**src/vga_defs.svh**
```systemverilog
/* VGA display path
   timing, geometry and host map */
`ifndef VGA_DEFS_SVH
`define VGA_DEFS_SVH

// 640x480 at 60 Hz, pixel clock 25 MHz
`define H_ACTIVE 640
`define H_FRONT 16
`define H_SYNC 96
`define H_BACK 48
`define H_TOTAL 800

`define V_ACTIVE 480
`define V_FRONT 10
`define V_SYNC 2
`define V_BACK 33
`define V_TOTAL 525

// frame buffer, shown 2x upscaled
`define FB_W 320
`define FB_H 240
`define FB_DEPTH 76800
`define FB_ADDR_W 17

`define PIX_W 16 // rgb565 word

// host port
`define AXI_ADDR_W 20
`define AXI_DATA_W 32

`define MODE_ADDR 20'h00000
`define PIX_REGION_BIT 19 // set for pixel window, index in bits 18:2

// timing outputs to vga pins
`define PIPE_LAT 2

`endif

```
**src/vga_timing.sv**
```systemverilog
/* VGA raster timing */
`timescale 1ns/1ps
`include "vga_defs.svh"

module vga_timing (
    input  logic                  clk_25_vga,
    input  logic                  rst,
    output logic                  hsync_raw,
    output logic                  vsync_raw,
    output logic                  active_raw,
    output logic [`FB_ADDR_W-1:0] rd_addr
);

    localparam int H_W = $clog2(`H_TOTAL);
    localparam int V_W = $clog2(`V_TOTAL);

    localparam int HS_START = `H_ACTIVE + `H_FRONT;
    localparam int HS_END   = HS_START + `H_SYNC;
    localparam int VS_START = `V_ACTIVE + `V_FRONT;
    localparam int VS_END   = VS_START + `V_SYNC;

    logic [H_W-1:0]        h_cnt;
    logic [V_W-1:0]        v_cnt;
    logic [`FB_ADDR_W-1:0] line_base; // (v/2)*320
    logic                  h_last;
    logic                  active;

    assign h_last = (h_cnt == H_W'(`H_TOTAL - 1));
    assign active = (h_cnt < H_W'(`H_ACTIVE)) && (v_cnt < V_W'(`V_ACTIVE));

    // column and row counters, line base stepped every second line
    always_ff @(posedge clk_25_vga) begin
        if (rst) begin
            h_cnt     <= '0;
            v_cnt     <= '0;
            line_base <= '0;
        end else if (h_last) begin
            h_cnt <= '0;
            if (v_cnt == V_W'(`V_TOTAL - 1)) begin
                v_cnt     <= '0;
                line_base <= '0;
            end else begin
                v_cnt <= v_cnt + 1'b1;
                if (v_cnt[0]) begin
                    line_base <= line_base + `FB_ADDR_W'(`FB_W); // next buffer row
                end
            end
        end else begin
            h_cnt <= h_cnt + 1'b1;
        end
    end

    // registered outputs, negative syncs
    always_ff @(posedge clk_25_vga) begin
        if (rst) begin
            hsync_raw  <= 1'b1;
            vsync_raw  <= 1'b1;
            active_raw <= 1'b0;
            rd_addr    <= '0;
        end else begin
            hsync_raw  <= ~((h_cnt >= H_W'(HS_START)) && (h_cnt < H_W'(HS_END)));
            vsync_raw  <= ~((v_cnt >= V_W'(VS_START)) && (v_cnt < V_W'(VS_END)));
            active_raw <= active;
            rd_addr    <= active ? line_base + `FB_ADDR_W'(h_cnt[H_W-1:1]) : '0;
        end
    end

endmodule
```
**config.mk**
```make
export PLATFORM = sky130hd
export DESIGN_NAME = vga_timing
export DESIGN_NICKNAME = d
export VERILOG_FILES = /design/src/vga_timing.sv
export VERILOG_INCLUDE_DIRS = /design/src /design/src/src
export SDC_FILE = /design/constraint.sdc
export NUM_CORES = 1
export LEC_CHECK = 0
export ABC_AREA = 1
export BUFFER_PORTS_ARGS = -buffer_cell sky130_fd_sc_hd__buf_2
export CAP_MARGIN = 0
export CORE_MARGIN = 4
export CORE_UTILIZATION = 34
export DETAILED_ROUTE_END_ITERATION = 8
export HOLD_SLACK_MARGIN = 0.08
export SLEW_MARGIN = 20
export SYNTH_ARGS = -nofsm -noshare
export SYNTH_HDL_FRONTEND = slang
export SYNTH_SLANG_ARGS = --single-unit
```
**constraint.sdc**
```tcl
create_clock -name clk_25_vga -period 2.08 [get_ports clk_25_vga]
set_input_delay 0 -clock clk_25_vga [delete_from_list [all_inputs] [get_ports clk_25_vga]]
set_output_delay 0 -clock clk_25_vga [all_outputs]
set_load 0.02 [all_outputs]
```
; ---- After elaboration in Yosys (flattened, before gate mapping)
; Cells that the tools add are included.
; Widths: inputs -> output; s select.
[op_classes]
div_mod_pow = 0
reduce_logical = 7
shift = 0
n_lt_le_gt_ge = 6
multipliers = 0
n_bitwise = 3
eq_ne = 2
muxes = 3
add_sub_neg = 4
[ops]
columns = operator, count
row1 = $mux 17, 2
row2 = $add 10x1->10 const B, 2
row3 = $eq 10x10->1 const B, 2
row4 = $lt 10x10->1 const B, 2
row5 = $lt 10x9->1 const B, 2
row6 = $add 17x9->17, 1
row7 = $add 17x9->17 const B, 1
row8 = $ge 10x10->1 const B, 1
row9 = $ge 10x9->1 const B, 1
row10 = $mux 10, 1
row11 = $reduce_or 2->1, 2
row12 = $logic_and 1x1->1, 3
row13 = $not 1->1, 3
row14 = $reduce_and 2->1, 1
row15 = $reduce_bool 2->1, 1
[word_totals]
latch_bits = 0
ff_bits = 57
ram_bits = 0
input_bits = 2
mem_count = 0
output_inout_bits = 20
elab_cells = 32
romBits = 0

; ---- Longest topological paths before layout
[logic_depth]
word_depth = 4
ltp_mapped = 11
mapped_depth_nobuf = 10

; ---- Worst setup path after synthesis
; No wires, ideal clock.
[synth_path]
path_kind = reg-to-reg
start = register h_cnt[8]
end = register rd_addr[14]
t_required_ns = 1.963
path_slack_ns = 0.594
period_less_slack_ns = 1.486
setup_time_ns = 0.117
stages_incl_launch_ff = 11
n_path_buf = 0
t_arrival_ns = 1.368
cell_sequence = dfxtp_1 ha_1 nand2_1 nand2_1 nand2_1 nand2_1 nand2_1 nor2_2 nand2_1 nand2_1 a21oi_1
[synth_via]
elab_chain_len = 4
elab_cells_between_ends = 5
cone_classes = add/sub: 1 / order compare: 1 / bitwise: 1 / reduce/logical: 2
[synth_lines]
columns = item, line
row1 = start: declaration, vga_timing.sv:22  ; logic [H_W-1:0] h_cnt;
row2 = start signal: assignment, vga_timing.sv:49  ; h_cnt <= h_cnt + 1'b1;
row3 = $lt 10x10->1, vga_timing.sv:29  ; assign active = (h_cnt < H_W'(`H_ACTIVE)) && (v_cnt < V_W'(`V_ACTIVE));
row4 = $logic_and 1x1->1, vga_timing.sv:29
row5 = $not 1->1 (no source line), n/a
row6 = $reduce_or 2->1 (no source line), n/a
row7 = end signal: assignment, vga_timing.sv:64  ; rd_addr <= active ? line_base + `FB_ADDR_W'(h_cnt[H_W-1:1]) : '0;
row8 = end: declaration, vga_timing.sv:11  ; output logic [`FB_ADDR_W-1:0] rd_addr
; Several ways; a longest one is shown, not always the timed one.
; A chain may end at the register's enable or synchronous reset.

; ---- Final worst setup path
[layout_path]
start = register h_cnt[7]
end = register rd_addr[15]
; Same word-level chain as after synthesis.

==> metrics <==
die area=between 0.008 and 0.009 mm²; # hold bufs at CTS=1; H-tree levels=2; Placed Instance Area=roughly 0.0027 mm²; P_leak=1.29 nW; Post-DP HPWL=3740 µm; remaining antenna violation count=0; synthesized area per cell=6.96 µm²; CP required=about 2.3 ns; CORE AREA=0.00694 mm²; result of the run=finished, final reports clean; final RePlAce weighted congestion=0.846; top-area cell type share of the netlist area=0.413; final number of hold-violating endpoints=0; setup repair after global routing missed its margin=false; die height=around 93 µm; total power of the final layout=1.58 mW; maximum clock insertion buffer count=2; worst path arrival time=1.94 ns; Setup crit start kind=register; Clock power frac=0.341; I/O pins=22; Root Buffer Master=clkbuf_8; part of the Yosys area used for sequential elements=0.413; kind of end point of the critical path=register; Yosys top cell by area=dfxtp_1; Finished Cell Area=around 0.0028 mm²; Worst Max-Slew Pin Slew=between 0.4 and 0.5 ns; Final setup violation count=0; worst slew slack as a fraction of its limit=0.669; syn_nets=approximately 370; share of power burned in registers=0.625; Initial Util=0.356; number of nets in the layout=slightly below 400; detail-routed via count per cell=around 4.4; FF+latch count, synth=between 50 and 60; Net Sw Frac=0.217; post-synthesis cell count=355; Site Rows=30; number of gates resized after cts=0; Hold Path Depth=2; wire length of the first global-routing pass=roughly 8500 µm; worst r2r src=h_cnt[7]$_SDFF_PP0_; Final Max Slew Viols=0; Comb pwr share=0.034; Hold Crit Class=reg -> reg; final worst path period share=0.824; share of layout cells above drive strength 1=0.113; Yosys warning count=0; Setup Fix Bufs, Post-CTS=0; number of cells on the worst reg-to-reg path=9; average wire per cell in the routed design=around 10 µm; maximum fanout along the worst path=8; Pre-antenna DRT Iters=4; total negative slack for setup checks=0 ns; 1st-iter DRT viols=76; Area contributors post-synth=dfxtp_1, nand2_1, inv_1; post-layout instance count excluding filler cells=478; Setup Crit Path Kind=reg -> reg; number of buffers inserted by port buffering=21; CTS tree=built; DRC errors left=0; horizontal extent of the die=about 93 µm; clock-pin slew of the registers on the worst-case setup and hold paths=about 0.090 ns; highest-count cells in the layout ignoring fill and taps=nand2_1, inv_1, nor2_1, dfxtp_1, nand3_1; clock latency on the worst-skew pair=0.30 ns; number of distinct library cell variants in the gate-level netlist after synthesis=30; reg-to-reg endpoint=rd_addr[15]$_SDFF_PP0_; total number of vias=2123; switching power=343 µW; reported max-cap violation count=0; power density of the placed cells=approximately 570 mW/mm²; internal power=approximately 1.2 mW; # placed instances=between 400 and 500; detailed-route wire length=about 5000 µm; maximum number of pins on one net before global-route repair=19; antenna violations before repair=0; mapped cell area=0.00247 mm²; min-delay src=h_cnt[2]$_SDFF_PP0_; maximum VDD drop=0.261 mV; via count of the first global-routing pass=approximately 1900; end point of the worst hold path=rd_addr[1]$_SDFF_PP0_; maximum operating frequency=0.583 GHz; total clock sinks=51; register-to-register setup slack=~0.37 ns; leading cell type in the layout, fill and taps excluded=nand2_1; total routing usage reported by global routing=0.120; diodes inserted=0; number of buffers inserted during clock tree synthesis=5; global route total overflow=0; post-synthesis to final-layout area growth=11.7%; post-route clock skew=~0.0055 ns; Final Critical Period=1.71 ns
-- per-layer routing --
metal	vias to the layer above	global-route usage	wire [µm]	part of all wire
met5	-	0	0	0
met1	933	0.154	2490	0.51
met3	5	0.0290	172	0.035
met4	0	0.0366	61	0.012
li1	1156	-	-	-
met2	29	0.200	2190	0.45
-- worst max-delay path: stages, from the launching register on --
cell and delay [ns]:
dfxtp_1 0.51, ha_1 0.24, nand2_1 0.06, nand2_1 0.09
nand2_1 0.05, nand2_1 0.07, nand2_1 0.09, nor2_2 0.26
nand2_1 0.12, a21oi_1 0.15
-- synthesized netlist by cell type --
cell / n
o21ai_1: 3
buf_8: 1
clkbuf_1: 1
nand3b_1: 2
nor4_1: 3
nor2_8: 1
nor3b_1: 1
a21oi_1: 18
buf_2: 1
dfxtp_1: 51
buf_6: 1
nand4_2: 1
inv_2: 2
xnor2_1: 2
inv_1: 61
nor2_1: 61
mux2i_1: 1
nand4_1: 11
buf_4: 2
nor2_2: 3
o21ai_2: 1
nor3_1: 3
nand3_2: 1
nor2_4: 1
nand2_1: 74
xor2_1: 4
nand2_2: 3
o21ai_0: 6
ha_1: 8
nand3_1: 27
-- power by group through the flow --
stage               Combinational, mW  Clock [mW]  Sequential, mW
floorplan                      0.0339           0            1.01
global placement               0.0531           0            1.01
detailed placement             0.0538           0            1.01
CTS                            0.0550       0.576           0.988
global route                   0.0621       0.610           0.989
finish                         0.0538       0.540           0.988
-- per-stage QoR --
stage                      util  worst slack (ns)  hold slack [ns]
after CTS                 0.398             0.360            0.471
after global placement    0.385             0.404            0.305
after global routing      0.398             0.132            0.497
final                     0.398             0.365            0.467
after floorplan               -             0.594           0.0691
after detailed placement  0.385             0.384            0.303
-- final cells by class --
cell class	count	area, µm²
Inverter	63	236
Clock inverter	1	5.00
Sequential cell	51	1020
Multi-Input combinational cell	235	1160
Tap cell	96	120
Clock buffer	7	76.3
Fill cell	735	4180
Timing Repair Buffer	25	138
-- worst max-delay path by stage --
stage                     slack (ns)                  start                         end  cells after the start
after floorplan                 0.59    h_cnt[8]$_SDFF_PP0_      rd_addr[14]$_SDFF_PP0_                     10
after global placement          0.40    h_cnt[7]$_SDFF_PP0_      rd_addr[14]$_SDFF_PP0_                     10
after detailed placement        0.38    h_cnt[7]$_SDFF_PP0_      rd_addr[15]$_SDFF_PP0_                      9
after CTS                       0.36    h_cnt[7]$_SDFF_PP0_      rd_addr[15]$_SDFF_PP0_                      9
after global routing            0.13  v_cnt[0]$_SDFFE_PP0N_  line_base[14]$_SDFFE_PP0P_                     10
final                           0.37    h_cnt[7]$_SDFF_PP0_      rd_addr[15]$_SDFF_PP0_                      9
-- flip-flops by register name, summed over array words and instances (netlist names) --
signal and cells:
active_raw 1, rd_addr 17, h_cnt 10, vsync_raw 1
hsync_raw 1, v_cnt 10, line_base 11
-- cells by family (layout without fill, tap and decap cells) --
group,count (synthesis),after routing,share of synthesized area
buffers and inverters,69,96,0.116
AO/OA/AOI/OAI,28,28,0.0582
multiplexers,1,1,0.00405
AND/OR/NAND/NOR,192,192,0.347
adder cells (fa/ha/maj),8,8,0.0405
flip-flops,51,51,0.413
XOR/XNOR,6,6,0.0213
Power figures use the tool's default switching activity.
