`src/vga_defs.svh`:
```
/* VGA display path
   timing, geometry and host map */
`ifndef VGA_DEFS_SVH
`define VGA_DEFS_SVH

// 640x480 at 60 Hz, pixel clock 25 MHz
`define H_ACTIVE 640
`define H_FRONT 16
`define H_SYNC 96
`define H_BACK 48
`define H_TOTAL 800

`define V_ACTIVE 480
`define V_FRONT 10
`define V_SYNC 2
`define V_BACK 33
`define V_TOTAL 525

// frame buffer, shown 2x upscaled
`define FB_W 320
`define FB_H 240
`define FB_DEPTH 76800
`define FB_ADDR_W 17

`define PIX_W 16 // rgb565 word

// host port
`define AXI_ADDR_W 20
`define AXI_DATA_W 32

`define MODE_ADDR 20'h00000
`define PIX_REGION_BIT 19 // set for pixel window, index in bits 18:2

// timing outputs to vga pins
`define PIPE_LAT 2

`endif

```
`src/cam_pkg.sv`:
```
/* Host word types */
package cam_pkg;

    // rgb565 pixel as written by the host
    typedef struct packed {
        logic [15:0] pad;
        logic [4:0]  red;
        logic [5:0]  green;
        logic [4:0]  blue;
    } pix_view_t;

    // mode register layout
    typedef struct packed {
        logic [30:0] pad;
        logic        gray_en;
    } ctrl_view_t;

    // one 32-bit bus word, decoded by address
    typedef union packed {
        pix_view_t  pix;
        ctrl_view_t ctrl;
    } host_word_u;

endpackage

```
`src/vga_pixel_pipe.sv`:
```
/* VGA pixel output stage */
`timescale 1ns/1ps
`include "vga_defs.svh"

module vga_pixel_pipe
    import cam_pkg::*;
(
    input  logic              clk_25_vga,
    input  logic              rst,
    input  logic [`PIX_W-1:0] pix,
    input  host_word_u        mode,
    input  logic              hsync_raw,
    input  logic              vsync_raw,
    input  logic              active_raw,
    output logic [7:0]        vga_r,
    output logic [7:0]        vga_g,
    output logic [7:0]        vga_b,
    output logic              vga_hsync,
    output logic              vga_vsync,
    output logic              vga_blank_n
);

    logic [7:0]  r8;
    logic [7:0]  g8;
    logic [7:0]  b8;
    logic [15:0] gray_sum;
    logic [7:0]  gray;
    logic        hs_d1;
    logic        vs_d1;
    logic        act_d1; // lines up with pix

    // rgb565 to rgb888, low bits filled with ones
    assign r8 = {pix[15:11], 3'b111};
    assign g8 = {pix[10:5], 2'b11};
    assign b8 = {pix[4:0], 3'b111};

    // 76r + 150g + 26b
    assign gray_sum = (16'(r8) << 6) + (16'(r8) << 3) + (16'(r8) << 2)
                    + (16'(g8) << 7) + (16'(g8) << 4) + (16'(g8) << 2) + (16'(g8) << 1)
                    + (16'(b8) << 4) + (16'(b8) << 3) + (16'(b8) << 1);
    assign gray = gray_sum[15:8];

    always_ff @(posedge clk_25_vga) begin
        if (rst) begin
            hs_d1       <= 1'b1;
            vs_d1       <= 1'b1;
            act_d1      <= 1'b0;
            vga_hsync   <= 1'b1;
            vga_vsync   <= 1'b1;
            vga_blank_n <= 1'b0;
            vga_r       <= '0;
            vga_g       <= '0;
            vga_b       <= '0;
        end else begin
            hs_d1       <= hsync_raw; // stage 1, ram read
            vs_d1       <= vsync_raw;
            act_d1      <= active_raw;
            vga_hsync   <= hs_d1;     // stage 2, output register
            vga_vsync   <= vs_d1;
            vga_blank_n <= act_d1;
            if (!act_d1) begin
                vga_r <= '0;
                vga_g <= '0;
                vga_b <= '0;
            end else if (mode.ctrl.gray_en) begin
                vga_r <= gray;
                vga_g <= gray;
                vga_b <= gray;
            end else begin
                vga_r <= r8;
                vga_g <= g8;
                vga_b <= b8;
            end
        end
    end

endmodule

```
`config.mk`:
```
export PLATFORM = sky130hd
export DESIGN_NAME = vga_pixel_pipe
export DESIGN_NICKNAME = d
export VERILOG_FILES = /design/src/cam_pkg.sv /design/src/vga_pixel_pipe.sv
export VERILOG_INCLUDE_DIRS = /design/src /design/src/src
export SDC_FILE = /design/constraint.sdc
export NUM_CORES = 1
export LEC_CHECK = 0
export BUFFER_PORTS_ARGS = -buffer_cell sky130_fd_sc_hd__buf_2
export CAP_MARGIN = 10
export CORE_MARGIN = 1
export CORE_UTILIZATION = 50
export DETAILED_ROUTE_END_ITERATION = 6
export GPL_TIMING_DRIVEN = 0
export PLACE_DENSITY = 0.78
export SETUP_SLACK_MARGIN = 0.3
export SYNTH_ARGS = -nofsm -noshare
export SYNTH_HDL_FRONTEND = slang
export SYNTH_SLANG_ARGS = --single-unit
```
`constraint.sdc`:
```
create_clock -name clk_25_vga -period 5.8 [get_ports clk_25_vga]
set_input_delay 0.58 -clock clk_25_vga [delete_from_list [all_inputs] [get_ports clk_25_vga]]
set_output_delay 0.58 -clock clk_25_vga [all_outputs]
set_load 0.03 [all_outputs]
```
Word-level counts from Yosys, hierarchy flattened
Cells that the tools add are included.
{"block": "op_classes", "n_reduce_logical": 1, "muxes": 3, "addsub": 9, "bitwise": 1}
{"cell": "adder 16 x 12 -> 16 bit", "count": 2}
{"cell": "adder 16 x 9 -> 16 bit", "count": 2}
{"cell": "two-way mux 8 bit", "count": 3}
{"cell": "adder 15 x 10 -> 16 bit", "count": 1}
{"cell": "adder 16 x 10 -> 16 bit", "count": 1}
{"cell": "adder 16 x 11 -> 16 bit", "count": 1}
{"cell": "adder 16 x 15 -> 16 bit", "count": 1}
{"cell": "adder 14 x 11 -> 15 bit", "count": 1}
{"cell": "OR reduction 2 bit", "count": 1}
{"cell": "NOT 1 bit", "count": 1}
{"block": "word_totals", "output_inout_bits": 27, "regBits": 30, "wordCells": 23, "in_bits": 53}

Longest topological paths before layout
{"block": "depth", "depth_word": 10, "depth_mapped": 16, "depth_no_buf": 16}

Worst setup path after synthesis
No wires, ideal clock.
{"block": "synth_path", "path_type": "input port to flip-flop", "startpoint": "input pix[2]", "endpoint": "register vga_b[4]", "path_slack_ns": 1.617, "required_ns": 5.713, "path_stages": 14, "n_path_buf": 0, "setup_ns": 0.087, "arrival_time_ns": 4.096, "cell_sequence": "inv_1 -> fa_1 -> inv_1 -> fa_1 -> fa_1 -> inv_1 -> fa_1 -> inv_1 -> ha_1 -> nand2_1 -> o41ai_2 -> a31oi_1 -> mux2_4 -> o31ai_1"}
{"block": "synth_between", "elab_chain_cells": 4}
{"element": "from (decl)", "line": "vga_pixel_pipe.sv:10", "source": "input logic [`PIX_W-1:0] pix,"}
{"element": "adder 16 x 12 -> 16 bit", "line": "vga_pixel_pipe.sv:40", "source": "+ (16'(b8) << 4) + (16'(b8) << 3) + (16'(b8) << 1);"}
{"element": "adder 16 x 11 -> 16 bit", "line": "vga_pixel_pipe.sv:40"}
{"element": "adder 16 x 9 -> 16 bit (*)", "line": "vga_pixel_pipe.sv:40"}
{"element": "two-way mux 8 bit (*)", "line": "vga_pixel_pipe.sv:65", "source": "end else if (mode.ctrl.gray_en) begin"}
{"element": "to (signal assigned)", "line": "vga_pixel_pipe.sv:68", "source": "vga_b <= gray;"}
{"element": "to (decl)", "line": "vga_pixel_pipe.sv:17", "source": "output logic [7:0] vga_b,"}
Every way passes the cells marked *; elsewhere a longest branch is shown, timed or not.
A chain may end at the register's enable or synchronous reset.

Worst setup path after layout
{"block": "layout_path", "startpoint": "input pix[8]", "endpoint": "register vga_b[4]"}
{"block": "layout_between", "elab_chain_cells": 8}
{"element": "adder 16 x 15 -> 16 bit", "line": "vga_pixel_pipe.sv:39", "source": "+ (16'(g8) << 7) + (16'(g8) << 4) + (16'(g8) << 2) + (16'(g8) << 1)"}
{"element": "adder 16 x 12 -> 16 bit", "line": "vga_pixel_pipe.sv:39"}
{"element": "adder 16 x 10 -> 16 bit", "line": "vga_pixel_pipe.sv:39"}
{"element": "adder 16 x 9 -> 16 bit (*)", "line": "vga_pixel_pipe.sv:39"}
{"element": "adder 16 x 12 -> 16 bit (*)", "line": "vga_pixel_pipe.sv:40"}
{"element": "adder 16 x 11 -> 16 bit (*)", "line": "vga_pixel_pipe.sv:40"}
{"element": "adder 16 x 9 -> 16 bit (*)", "line": "vga_pixel_pipe.sv:40"}
{"element": "two-way mux 8 bit (*)", "line": "vga_pixel_pipe.sv:65"}
Marked as above.

==> out/qor.yml <==
final_util: 0.617
p_per_area_nw_per_um2: 414
layout_common_cells: "inv_1 (56), buf_2 (49), fa_1 (34)"
grt_pass1_wl_um: 7110
layout-drive-gt1-share: 0.246
cts_root_buf: "clkbuf_8"
cts_buffer_depth: 2
final_common_cell: "inv_1"
cts_buffers: 3
clk_pin_slew_ps: 80
cp_max_fo: 4
placed_area_sq_um: 2470
period_needed_ps: 4390
ys_types: 32
worstPathArrival_ps: 4570
grt_pass1_vias: 1577
r2r_start: "act_d1$_SDFF_PP0_"
end_kind: "flop"
ctsHoldBuffers: 0
gp_congestion: 0.901
drt_wl_total_um: 4260
hold_class: "flop to flop"
reg2reg_slack_ps: 4590
route.met2.wl_um: 2030
power_frac_seq: 0.192
port-buffer-count: 48
setup_viol: 0
maxSlewViolCount: 0
grt_overflow: 0
clk_latency_ps: 260
cell_internal_pwr_uw: 547
dieArea_sq_um: 4600
pwr-share-comb: 0.713
leakage_nw: 1.37
ctsResizeCount: 0
clock_sinks: 25
worst_pin_slew_ps: 508
dr.pass1.iters: 4
met1Wirelength_um: 1910
syn2layout_area_growth_pct: 16.2
design_area_sq_um: 2520
p_clk_frac: 0.095
antenna_cells: 0
hpwl_um: 3740
post-route-period-util: 0.757
r2r_end: "vga_b[5]$_SDFF_PP0_"
h-tree-depth: 1
max_cap_violations: 0
hold_viol: 0
setup_tns_ps: 0
status: "completed"
slew_headroom: 0.658
fmax_mhz: 228
max-vdd-ir-drop_v: 0.000271
io_pins: 80
grt_start_max_net_pins: 16
synth_seq_cells: 25
wl_per_cell_um: 13.4
top_layer_used: "met4"
num_rows: 23
num_vias: 1571
hold-path-endpoint: "vga_vsync$_SDFF_PP1_"
start_kind: "primary input"
seq_area_frac_synth: 0.231
switching_power_uw: 498
rsz0062_at_grt: "false"
crit_required_ps: 5980
cts_tree: "built"
synthCells: 216
nets: 378
die_height_um: 67.9
drtIter0Drc: 73
fin_worst_skew_ps: 2.50
avgSynthCellArea_sq_um: 10.0
synth_fp_nets: 325
grt.total_usage: 0.212
initial_utilization: 0.531
die_w_um: 67.9
yosysWarnings: 0
viasPerCell: 4.94
drcViolationCount: 0
wl_met3_um: 238
coreArea_sq_um: 4090
antenna_found_initial: 0
hold_start: "vs_d1$_SDFF_PP1_"
post-cts-setup-buffers: 0
hold_path_depth: 1
drtAntennaViolNets: 0
rr_worst_depth: 4
critPathKind: "primary input to flop"
syn_area_sq_um: 2170
p_sw_frac: 0.476
-- worst max path at each step --
stage / from / to / slack (ps) / cells past startpoint
after floorplan: pix[2] / vga_b[4]$_SDFF_PP0_ / 1620 / 14
after global placement: pix[2] / vga_b[4]$_SDFF_PP0_ / 1190 / 15
after detailed placement: pix[8] / vga_b[4]$_SDFF_PP0_ / 1170 / 15
after CTS: pix[8] / vga_b[4]$_SDFF_PP0_ / 1430 / 15
after global routing: pix[2] / vga_b[4]$_SDFF_PP0_ / 1220 / 15
final: pix[8] / vga_b[4]$_SDFF_PP0_ / 1410 / 15
-- through the flow --
| step | power, mW | hold WS (ps) | worst slack (ps) | std cells |
|---|---|---|---|---|
| detailed placement | 0.939 | 393 | 1170 | 314 |
| global placement | 0.924 | 391 | 1190 | 314 |
| floorplan | 0.777 | 389 | 1620 | 216 |
| global route | 1.16 | 426 | 1220 | 318 |
| CTS | 1.05 | 413 | 1430 | 318 |
| finish | 1.04 | 411 | 1410 | 318 |
-- layout make-up --
type / count / area (sq um)
fillers: 362 / 1570
multi-input cells: 128 / 1410
flip-flops and latches: 25 / 500
repair buffers: 48 / 240
inverters: 56 / 210
well taps: 50 / 62.6
plain buffers: 7 / 46.3
clock buffers: 3 / 41.3
clock inverters: 1 / 7.51
-- synth_stat cells --
master,count,share of area
a21o_1,2,0.0069
xnor2_1,4,0.016
nand4_1,1,0.0029
buf_4,5,0.017
a31oi_1,2,0.0058
nand2b_1,3,0.0087
nor3_1,2,0.0046
nor2_1,4,0.0069
or3_1,2,0.0058
o21a_1,5,0.017
buf_2,1,0.0023
xor2_1,1,0.0040
o31ai_1,4,0.014
dfxtp_1,25,0.23
and2_1,1,0.0029
nor2b_1,1,0.0029
o21ai_0,2,0.0046
or2_2,4,0.012
a22o_1,3,0.012
a211oi_1,1,0.0035
ha_1,22,0.13
nand2_1,11,0.019
inv_1,56,0.097
fa_1,34,0.31
o31a_1,1,0.0040
nand3_2,1,0.0046
o41ai_2,1,0.0075
clkbuf_1,1,0.0017
a21oi_1,12,0.028
mux2_2,1,0.0052
nand3_1,2,0.0046
mux2_4,1,0.0069
-- power by group through the flow --
stage               Clock (mW)  Sequential, mW  Combinational, mW
floorplan                    0           0.250              0.526
global placement             0           0.204              0.720
detailed placement           0           0.204              0.735
CTS                      0.101           0.200              0.744
global route             0.109           0.204              0.843
finish                  0.0994           0.200              0.745
-- per-layer routing --
layer  global-route usage  up-vias
met2                0.351       62
met4               0.0547        0
li1                     -      770
met5                    0        -
met3               0.0383       10
met1                0.285      729
-- worst max-delay path, cell delays in order --
cell and delay (ps):
buf_2 160, inv_1 110, fa_1 540, inv_1 50
fa_1 460, fa_1 550, inv_1 60, fa_1 520
inv_1 40, ha_1 370, nand2_1 90, o41ai_2 430
a31oi_1 180, mux2_4 340, o31ai_1 70
-- sequential cells by signal, indices dropped and copies added, names as in the netlist --
register,count
vga_r,8
vga_g,6
vs_d1,1
vga_hsync,1
vga_blank_n,1
vga_b,5
act_d1,1
hs_d1,1
vga_vsync,1
-- kinds of logic (layout without fill, tap and decap cells) --
logic type	Yosys count	after routing	share of synthesized area
AOI/OAI and AO/OA	33	33	0.103
and+or+nand+nor	32	32	0.0744
buffers and inverters	63	115	0.118
DFF	25	25	0.231
adders and majority gates	56	56	0.441
muxes	2	2	0.0121
xor gates and xnor gates	5	5	0.0202
Note: power is estimated with default switching activity, not from simulation.
