File: config.mk
export PLATFORM = sky130hd
export DESIGN_NAME = fb_host_regs
export DESIGN_NICKNAME = d
export VERILOG_FILES = /design/src/cam_pkg.sv /design/src/fb_host_regs.sv
export VERILOG_INCLUDE_DIRS = /design/src /design/src/src
export SDC_FILE = /design/constraint.sdc
export NUM_CORES = 1
export LEC_CHECK = 0
export ABC_AREA = 1
export BUFFER_PORTS_ARGS = -buffer_cell sky130_fd_sc_hd__buf_2
export CAP_MARGIN = 10
export CORE_AREA = 2 2 74 76
export CTS_BUF_LIST = sky130_fd_sc_hd__clkbuf_4 sky130_fd_sc_hd__clkbuf_8
export DETAILED_ROUTE_END_ITERATION = 12
export DIE_AREA = 0 0 76 78
export PLACE_DENSITY_LB_ADDON = 0.05
export SYNTH_ARGS = -nofsm -noshare
export SYNTH_HDL_FRONTEND = slang
export SYNTH_SLANG_ARGS = --single-unit
File: constraint.sdc
create_clock -name clk_25_vga -period 0.9 [get_ports clk_25_vga]
set_clock_uncertainty 0.1 [all_clocks]
set_input_delay 0.18 -clock clk_25_vga [delete_from_list [all_inputs] [get_ports clk_25_vga]]
set_output_delay 0.18 -clock clk_25_vga [all_outputs]
set_load 0.1 [all_outputs]
File: src/vga_defs.svh
/* VGA display path
   timing, geometry and host map */
`ifndef VGA_DEFS_SVH
`define VGA_DEFS_SVH

// 640x480 at 60 Hz, pixel clock 25 MHz
`define H_ACTIVE 640
`define H_FRONT 16
`define H_SYNC 96
`define H_BACK 48
`define H_TOTAL 800

`define V_ACTIVE 480
`define V_FRONT 10
`define V_SYNC 2
`define V_BACK 33
`define V_TOTAL 525

// frame buffer, shown 2x upscaled
`define FB_W 320
`define FB_H 240
`define FB_DEPTH 76800
`define FB_ADDR_W 17

`define PIX_W 16 // rgb565 word

// host port
`define AXI_ADDR_W 20
`define AXI_DATA_W 32

`define MODE_ADDR 20'h00000
`define PIX_REGION_BIT 19 // set for pixel window, index in bits 18:2

// timing outputs to vga pins
`define PIPE_LAT 2

`endif

File: src/cam_pkg.sv
/* Host word types */
package cam_pkg;

    // rgb565 pixel as written by the host
    typedef struct packed {
        logic [15:0] pad;
        logic [4:0]  red;
        logic [5:0]  green;
        logic [4:0]  blue;
    } pix_view_t;

    // mode register layout
    typedef struct packed {
        logic [30:0] pad;
        logic        gray_en;
    } ctrl_view_t;

    // one 32-bit bus word, decoded by address
    typedef union packed {
        pix_view_t  pix;
        ctrl_view_t ctrl;
    } host_word_u;

endpackage

File: src/fb_host_regs.sv
/* AXI4-Lite host port
   mode register and pixel writes */
`timescale 1ns/1ps
`include "vga_defs.svh"

module fb_host_regs
    import cam_pkg::*;
(
    input  logic                   clk_25_vga,
    input  logic                   rst,
    input  logic                   awvalid,
    output logic                   awready,
    input  logic [`AXI_ADDR_W-1:0] awaddr,
    input  logic                   wvalid,
    output logic                   wready,
    input  host_word_u             wdata,
    input  logic [3:0]             wstrb,     // full-word writes only
    output logic                   bvalid,
    input  logic                   bready,
    output logic [1:0]             bresp,
    input  logic                   arvalid,
    output logic                   arready,
    input  logic [`AXI_ADDR_W-1:0] araddr,
    output logic                   rvalid,
    input  logic                   rready,
    output logic [`AXI_DATA_W-1:0] rdata,
    output logic [1:0]             rresp,
    output logic                   fb_we,
    output logic [`FB_ADDR_W-1:0]  fb_waddr,
    output logic [`PIX_W-1:0]      fb_wdata,
    output host_word_u             mode
);

    localparam logic [1:0] RESP_OKAY   = 2'b00;
    localparam logic [1:0] RESP_SLVERR = 2'b10;

    logic                  wr_accept;
    logic                  rd_accept;
    logic                  wr_is_mode;
    logic                  wr_is_pix;
    logic                  wr_pix_ok;
    logic [`FB_ADDR_W-1:0] wr_idx;
    logic                  rd_is_mode;

    // both channels must be present and the last response taken
    assign wr_accept = awvalid & wvalid & ~bvalid;
    assign rd_accept = arvalid & ~rvalid;

    assign awready = wr_accept; // one-cycle pulse on accept
    assign wready  = wr_accept;
    assign arready = rd_accept;

    // address decode
    assign wr_is_mode = (awaddr == `MODE_ADDR);
    assign wr_is_pix  = awaddr[`PIX_REGION_BIT];
    assign wr_idx     = awaddr[`PIX_REGION_BIT-1:2]; // y*320 + x
    assign wr_pix_ok  = wr_is_pix && (wr_idx < `FB_DEPTH);
    assign rd_is_mode = (araddr == `MODE_ADDR);

    // buffer written in the accept cycle
    assign fb_we    = wr_accept & wr_pix_ok;
    assign fb_waddr = wr_idx;
    assign fb_wdata = {wdata.pix.red, wdata.pix.green, wdata.pix.blue};

    // mode register
    always_ff @(posedge clk_25_vga) begin
        if (rst) begin
            mode <= '0;
        end else if (wr_accept && wr_is_mode) begin
            mode.ctrl.pad     <= '0;
            mode.ctrl.gray_en <= wdata.ctrl.gray_en; // ctrl view of the bus word
        end
    end

    // write response channel
    always_ff @(posedge clk_25_vga) begin
        if (rst) begin
            bvalid <= 1'b0;
            bresp  <= RESP_OKAY;
        end else if (wr_accept) begin
            bvalid <= 1'b1;
            bresp  <= (wr_is_mode || wr_pix_ok) ? RESP_OKAY : RESP_SLVERR;
        end else if (bready) begin
            bvalid <= 1'b0; // held until taken
        end
    end

    // read data channel
    always_ff @(posedge clk_25_vga) begin
        if (rst) begin
            rvalid <= 1'b0;
            rdata  <= '0;
            rresp  <= RESP_OKAY;
        end else if (rd_accept) begin
            rvalid <= 1'b1;
            if (rd_is_mode) begin
                rdata <= {{(`AXI_DATA_W-1){1'b0}}, mode.ctrl.gray_en};
                rresp <= RESP_OKAY;
            end else begin
                rdata <= '0; // nothing else readable
                rresp <= RESP_SLVERR;
            end
        end else if (rready) begin
            rvalid <= 1'b0;
        end
    end

endmodule

; Yosys cells after proc, flatten, opt, wreduce, memory -nomap -nowiden
; Cells that the tools add are included.
[op_classes]
magnitude_cmp = 1
muxes = 7
bitwise = 6
n_reduce_logical = 7
[op_table]
columns = op, count
row1 = $logic_not 20->1, 2
row2 = $lt 17x17->1 const B, 1
row3 = $mux 1, 5
row4 = $and 1x1->1, 4
row5 = $mux 2, 2
row6 = $reduce_bool 2->1, 2
row7 = $logic_and 1x1->1, 2
row8 = $not 1->1, 2
row9 = $logic_or 1x1->1, 1
[totals]
regBits = 39
in_bits = 83
out_inout_bits = 107
wordCells = 27

; Logic depth before layout (Yosys ltp)
; Gate-level depths: netlist of the first run.
[depth]
word_depth = 4
depth_mapped = 8
mapped_depth_nobuf = 8

; Worst setup path before layout of the first run
; Ideal clock, no wire load.
[synth_timing]
path_kind = register to output
from = register bvalid
to = output fb_we
arrival_time_ps = 2134
required_ps = 620
setup_slack_ps = -1514
path_stages_with_launch = 8
n_path_buf = 0
cell_sequence = dfxtp_1 inv_2 nand3_2 inv_2 nand2_1 a21oi_1 nand2_1 inv_1
[synth_between]
elab_chain_cells = 3
[synth_rtl]
columns = item, line_no
row1 = from (decl), fb_host_regs.sv:18  ; output logic bvalid,
row2 = from (signal assigned), fb_host_regs.sv:78  ; bvalid <= 1'b0;
row3 = from (signal assigned), fb_host_regs.sv:81  ; bvalid <= 1'b1;
row4 = from (signal assigned), fb_host_regs.sv:84  ; bvalid <= 1'b0;
row5 = $not 1->1, fb_host_regs.sv:46  ; assign wr_accept = awvalid & wvalid & ~bvalid;
row6 = $and 1x1->1, fb_host_regs.sv:46
row7 = net awready, fb_host_regs.sv:12  ; output logic awready,
row8 = $and 1x1->1, fb_host_regs.sv:61  ; assign fb_we = wr_accept & wr_pix_ok;
row9 = to (decl), fb_host_regs.sv:28  ; output logic fb_we,
; The timed path passes the listed nets, and every way through them passes these cells.

; Worst setup path in the final report of the first run
[layout_timing]
from = register bvalid
to = output fb_we
[layout_between]
elab_chain_cells = 3
[layout_rtl]
columns = item, line_no
row1 = $not 1->1, fb_host_regs.sv:46
row2 = $and 1x1->1, fb_host_regs.sv:46
row3 = $and 1x1->1, fb_host_regs.sv:61
; No other way between the ends.

==> impl_results.md, run 1 <==
* Status: finished with violations
* Failing checks: setup timing
* Top-Level Pins at between 150 and 200
* Initial antenna violation count at 0
* Maximum vdd drop at 0.0005992 V
* Fraction of layout instances using a drive strength above 1 at a little over half
* Slew Limit Fails at 0
* CTS tree: done
* Cells after synthesis at 177
* WP data arrival at 1260 ps
* Critical path class: register to output port
* WHS Path Cells at 2
* Die Width at between 70 and 80 um
* Global-route wire length before repair at between 3 and 4 mm
* Required time of the critical path at roughly 620 ps
* Tot GR Track Use at approximately 8%
* Cell taking the most area after synthesis: buf_4
* Max-cap violations at 0
* Synth warn at 0
* DP Wirelength at 2.444 mm
* Fin nets at 331
* Number of cells on the worst reg-to-reg path at 11
* Post-DR vias/cell at roughly 3.3
* Die area at between 5000 and 6000 um^2
* Post-route clock period utilization at 171.3%
* Final setup vio count at 16
* H-tree levels at 1
* Initial Util at a little under a quarter
* Max Fclk at 648.5 MHz
* Multiplexer share of the synthesized area at 0%
* Startpoint Class: register
* Area contributors post-synth: buf_4 63%, dfxtp_1 10%, nor2_1 10%
* Cts bufs inserted at 3
* Leakage at about 0.001 uW
* Post-synthesis xor/xnor area fraction at 0%
* Worst Hold Class: input port to register
* GRT overflow at 0
* Area after DPL at 1779 um^2
* Diodes inserted at 0
* CP max FO at 2
* DRC at 0
* Post-synth cell types at 17
* Commonest non-fill, non-tap cell in the layout: conb_1
* Sequential fraction of the synthesis area at 10.22%
* Clock Latency Late Sink at 220 ps
* Mapped cell area at roughly 1200 um^2
* Fin crit period at 1542 ps
* Area growth, synth to finish at 62.94%
* Synth Area in Compound Gates at roughly 2.8%
* Fin area at 1914 um^2
* Final Hold Vio Count at 0
* Pre-antenna DRT Iters at 4
* # clock sinks at 6
* Via count at ~1000
* Clk root buf: clkbuf_8
* DR WL/cell at roughly 8.3 um
* Antenna viol nets, final at 0
* Largest net degree at the start of global routing at 5
* Vias in the first global route at roughly 840
* Routability-driven placement congestion ratio at roughly 0.63
* Synth Register Bits at 6
* Avg Cell Area, Syn at ~6.6 um^2
* Core ar. at around 5000 um^2
* Critical Path End Type: output port
* Rows at 26
* Clock Path Buffers at 2
* Commonest non-fill, non-tap cells in the layout: 64 x conb_1, 47 x buf_2, 29 x nor2_1
* Adder-cell share of the synthesized area at 0%
* Synth Area in Simple Gates at 20.87%
* Pwr dens at between 1500 and 2000 nW/um^2
* Fin Setup TNS at -4145 ps
* Die H at 78 um
* Clock slew at reported path FFs at roughly 40 ps
* DR iter-0 viols at 4
* DRT Wirelength at 2.633 mm
* RSZ-0062 raised after global routing: true
* Hold buffer count at CTS at 0
* Largest family of logic cells by synthesized area: buffers and inverters
* IO buf count at 75
* Post-synth top area share at a little over three fifths
* Worst setup margin at -642.1 ps
repair_timing:
item | in CTS | in global routing
pin swaps | 7 | 6
setup endpoints to repair | 15 | 16
resized for setup | 5 | 6
buffers inserted | 5 | 3
hold endpoints to repair | 0 | 0
sequential cells by signal, indices dropped and copies added (netlist names):
name	cells
bresp	1
bvalid	1
mode	1
rdata	1
rresp	1
rvalid	1
path summary, 6_finish.rpt:
| kind | start | endpoint | slack (ps) |
|---|---|---|---|
| min reg2reg | rdata[0]$_SDFFE_PP0P_ | rdata[0]$_SDFFE_PP0P_ | 390 |
| max | bvalid$_SDFFE_PP0P_ | fb_we | -640 |
| min | rst | rdata[0]$_SDFFE_PP0P_ | 70 |
| max reg2reg | bvalid$_SDFFE_PP0P_ | bresp[1]$_SDFFE_PP0P_ | -500 |
critical path, stage by stage, from the launching register on:
cell,delay (ps)
dfxtp_4,340
inv_4,50
nand3_4,100
inv_12,70
nand2_4,30
a21oi_2,100
nand2_2,80
clkinvlp_4,80
buf_12,160
layout make-up:
cell class	count	area (um^2)
Tap cell	70	87.58
Sequential cell	6	142.6
Timing Repair Buffer	101	1010
Fill cell	536	3128
Inverter	10	66.31
Multi-Input combinational cell	126	566.8
Clock buffer	3	41.29
cells by family (layout without fill, tap and decap cells):
group	Yosys count	in the layout
AO/OA/AOI/OAI	5	5
buffers and inverters	108	114
flip-flops	6	6
other	1	64
AND/OR/NAND/NOR	57	57
routing by layer:
layer	vias to the layer above	GRT usage (%)	routed length (um)
met1	433	8.462	823
li1	515	-	-
met3	4	2.558	342
met2	83	15.18	1439
met5	-	0	0
met4	0	3.091	28
cells in the mapped netlist:
| cell type | count |
|---|---|
| buf_4 | 98 |
| nor2_1 | 32 |
| nand2_1 | 17 |
| dfxtp_1 | 6 |
| inv_1 | 5 |
| inv_2 | 4 |
| a21oi_1 | 2 |
| nand3_2 | 2 |
| nand4_1 | 2 |
| nor2_2 | 2 |
| a21o_1 | 1 |
| clkinv_1 | 1 |
| conb_1 | 1 |
| nand3_1 | 1 |
| nor2_4 | 1 |
| o211ai_1 | 1 |
| o21a_1 | 1 |
power by group:
group,leakage [uW],internal (uW),switching [uW]
clock network,0.0000216,287,115
logic,0.000934,442,1830
registers,0.0000534,272,13.5
through the flow:
step / util [%] / setup WS [ps] / total power (uW) / cells / hold slack, ps
6_report: 37.97 / -642.1 / 2957 / 316 / 65.20
4_1_cts: 37.30 / -657.0 / 2961 / 314 / 65.89
3_5_place_dp: 35.29 / -435.2 / 2523 / 306 / 260.7
2_1_floorplan: - / -773.3 / 2613 / 240 / 139.4
3_3_place_gp: 35.29 / -432.6 / 2523 / 306 / 260.7
5_1_grt: 37.97 / -704.3 / 3044 / 316 / 78.53
(Power assumes the default switching activity.)
==> run 2: changes to the inputs <==
--- a/config.mk
+++ b/config.mk
@@ -13,7 +13,7 @@
 export CTS_BUF_LIST = sky130_fd_sc_hd__clkbuf_4 sky130_fd_sc_hd__clkbuf_8
 export DETAILED_ROUTE_END_ITERATION = 12
 export DIE_AREA = 0 0 76 78
-export PLACE_DENSITY_LB_ADDON = 0.05
+export PLACE_DENSITY = 0.75
 export SYNTH_ARGS = -nofsm -noshare
 export SYNTH_HDL_FRONTEND = slang
 export SYNTH_SLANG_ARGS = --single-unit
==> run 2 against run 1 <==
Against the previous run: largest power group unchanged; final cell count up 1.9%; fmax down 0.58%; total power up 2.1%; flip-flop and latch count unchanged; critical endpoint unchanged; critical path depth unchanged; die area unchanged; sequential share of layout area down 0.28 points; non-clock buffer count up 6; combinational power up 2%; worst hold slack better by 19 ps; the flow still finishes with violations (setup timing); highest routed layer unchanged; final area up 3.9%.
==> impl_results.md, run 2 (synthesis results as in run 1) <==
* WP data arrival at 1270 ps (about the same)
* Failing checks: setup timing
* Worst r2r dst: bresp[1]$_SDFFE_PP0P_
* Worst Hold End: rdata[0]$_SDFFE_PP0P_
* Diodes inserted at 0 (unchanged)
* Area growth, synth to finish at 69.22%
* CP peak stage delay at 340 ps (about the same)
* Clock slew at reported path FFs at 40 ps (about the same)
* Clk root buf: clkbuf_8
* Post-DR vias/cell at 3.286 (+0.32%)
* Worst r2r src: bvalid$_SDFFE_PP0P_
* Cts bufs inserted at 3 (unchanged)
* Final setup vio count at 16 (unchanged)
* Max Fclk at 644.7 MHz (-0.58%)
* Crit path buffers/inverters at 4 (unchanged)
* Final core occ at 39.43% (+1.5 points)
* Initial Util at 23.30% (unchanged)
* Critical path's top delay family: buffers and inverters
* Leakage at 0.001045 uW (+3.6%)
* CTS tree: done
* R2r setup slk at -530 ps (-30 ps)
* # clock sinks at 6 (unchanged)
* Pre-antenna DRT Iters at 4 (unchanged)
* Final Hold Vio Count at 0 (unchanged)
* CP max FO at 2 (unchanged)
* Commonest non-fill, non-tap cells in the layout: 64 x conb_1, 47 x buf_2, 28 x buf_12
* Via count at 1058 (+2.2%)
* RSZ-0062 raised after global routing: true
* Area after DPL at 1794 um^2 (+0.84%)
* Routability-driven placement congestion ratio at 0.6922 (+9.2%)
* Number of cells on the worst reg-to-reg path at 11 (unchanged)
* Initial antenna violation count at 0 (unchanged)
* Fin crit period at 1551 ps (+8.973 ps)
* Fraction of layout instances using a drive strength above 1 at 53.97% (+1.5 points)
* Worst setup margin at -651.1 ps (-8.973 ps)
* Dpl ws at -451.2 ps (-15.99 ps)
* Rows at 26 (unchanged)
* Hold buffer count at CTS at 0 (unchanged)
* Pwr dens at 1519 nW/um^2 (-1.7%)
* DP Wirelength at 2.521 mm (+3.1%)
* Startpoint Class: register
* Tot GR Track Use at 8.761% (+0.65 points)
* Critical Path End Type: output port
* Crit path cell chain: inv_4 > nand3_4 > inv_12 > nand2_4 > a21oi_2 > nand2_2 > clkinvlp_4 > buf_12
* Post-route clock period utilization at 172.3% (+1.0 points)
* Die area at 5928 um^2 (unchanged)
* WHS Path Cells at 2 (unchanged)
* DRC at 0 (unchanged)
* Critical path class: register to output port
* Multi-input gate area at 584.3 um^2 (+3.1%)
* Max-cap violations at 0 (unchanged)
* Required time of the critical path at 620 ps (about the same)
* Vias in the first global route at 907 (+8.5%)
* Die Width at 76 um (unchanged)
* Die H at 78 um (unchanged)
* Commonest non-fill, non-tap cell in the layout: conb_1
* Sequential cell area at 142.6 um^2 (unchanged)
* Global-route wire length before repair at 4.112 mm (+6.1%)
* Design Power at 3020 uW (+2.1%)
* Slowest CP cell: dfxtp_4
* Layout fillers at 511 (-4.7%)
* Slew Limit Fails at 0 (unchanged)
* DR WL/cell at 9.012 um (+8.2%)
* Top-Level Pins at 190 (unchanged)
* Fin nets at 337 (+1.8%)
* Maximum vdd drop at 0.0006448 V (+7.6%)
* GRT overflow at 0 (unchanged)
* Largest net degree at the start of global routing at 5 (unchanged)
* Clock Latency Late Sink at 230 ps (about the same)
* Antenna viol nets, final at 0 (unchanged)
* DRT Wirelength at 2.902 mm (+10%)
* Worst Hold Class: input port to register
* H-tree levels at 1 (unchanged)
* Hold Crit Start: rst
* Hold Slack at 84.17 ps (+18.97 ps)
* DR iter-0 viols at 7 (+3)
* Clock Path Buffers at 2 (unchanged)
* Core ar. at 5042 um^2 (unchanged)
* Status: finished with violations
* Fin area at 1988 um^2 (+3.9%)
* IO buf count at 75 (unchanged)
==> run 2: cell types whose count changed in the layout (fill, tap and decap cells not counted), sizes merged <==
| cell | delta |
|---|---|
| buf | +6 |
==> run 2: area by class of cell <==
| type | count | area share, % |
|---|---|---|
| clock buffer | 3 | 2.077 |
| timing repair buffer | 107 | 53.62 |
| tap | 70 | 4.405 |
| inverter | 10 | 3.335 |
| sequential | 6 | 7.174 |
| multi-input combinational | 126 | 29.39 |
==> run 2: stage by stage <==
| step | instances | setup TNS (ps) |
|---|---|---|
| after floorplan | 240 | -3290 |
| after global placement | 308 | -2084 |
| after detailed placement | 308 | -2221 |
| after CTS | 318 | -4496 |
| after global routing | 322 | -5335 |
| final | 322 | -4779 |
==> run 2: timing repair <==
item | 4_1_cts | 5_1_grt
setup endpoints to repair | 16 | 16
pin swaps | 7 | 4
setup buffers | 7 | 5
gates resized for setup | 7 | 11
==> run 2: worst reg2reg max path, cell delays in order (launching register included) <==
cell and delay, ps:
dfxtp_4 340, inv_4 60, nand3_4 100, inv_12 80
nand2_4 30, a21oi_2 110, nand2_2 80, buf_4 140
buf_6 100, buf_4 120, nand2_1 50, nor2_1 30
==> run 2: how the worst max path moves through the flow <==
stage                       end           startpoint  cells past startpoint  slack (ps)
after floorplan           fb_we  bvalid$_SDFFE_PP0P_                      7        -770
after global placement    fb_we  bvalid$_SDFFE_PP0P_                      8        -440
final                     fb_we  bvalid$_SDFFE_PP0P_                      8        -650
after CTS                 fb_we  bvalid$_SDFFE_PP0P_                      8        -670
after detailed placement  fb_we  bvalid$_SDFFE_PP0P_                      8        -450
after global routing      fb_we  bvalid$_SDFFE_PP0P_                      8        -720
==> run 2: per-layer routing <==
metal | global-route usage (%) | routed length [um] | vias to the layer above
met4 | 5.273 | 58 | 0
met5 | 0 | 0 | -
met3 | 1.744 | 298 | 8
met1 | 8.850 | 962 | 448
met2 | 16.61 | 1583 | 78
li1 | - | - | 524
==> run 2: power breakdown <==
group | leakage [uW] | total [uW] | internal, uW | switching, uW
Sequential | 0.0000534 | 285 | 272 | 13.7
Combinational | 0.000970 | 2320 | 467 | 1850
Clock | 0.0000216 | 419 | 289 | 130
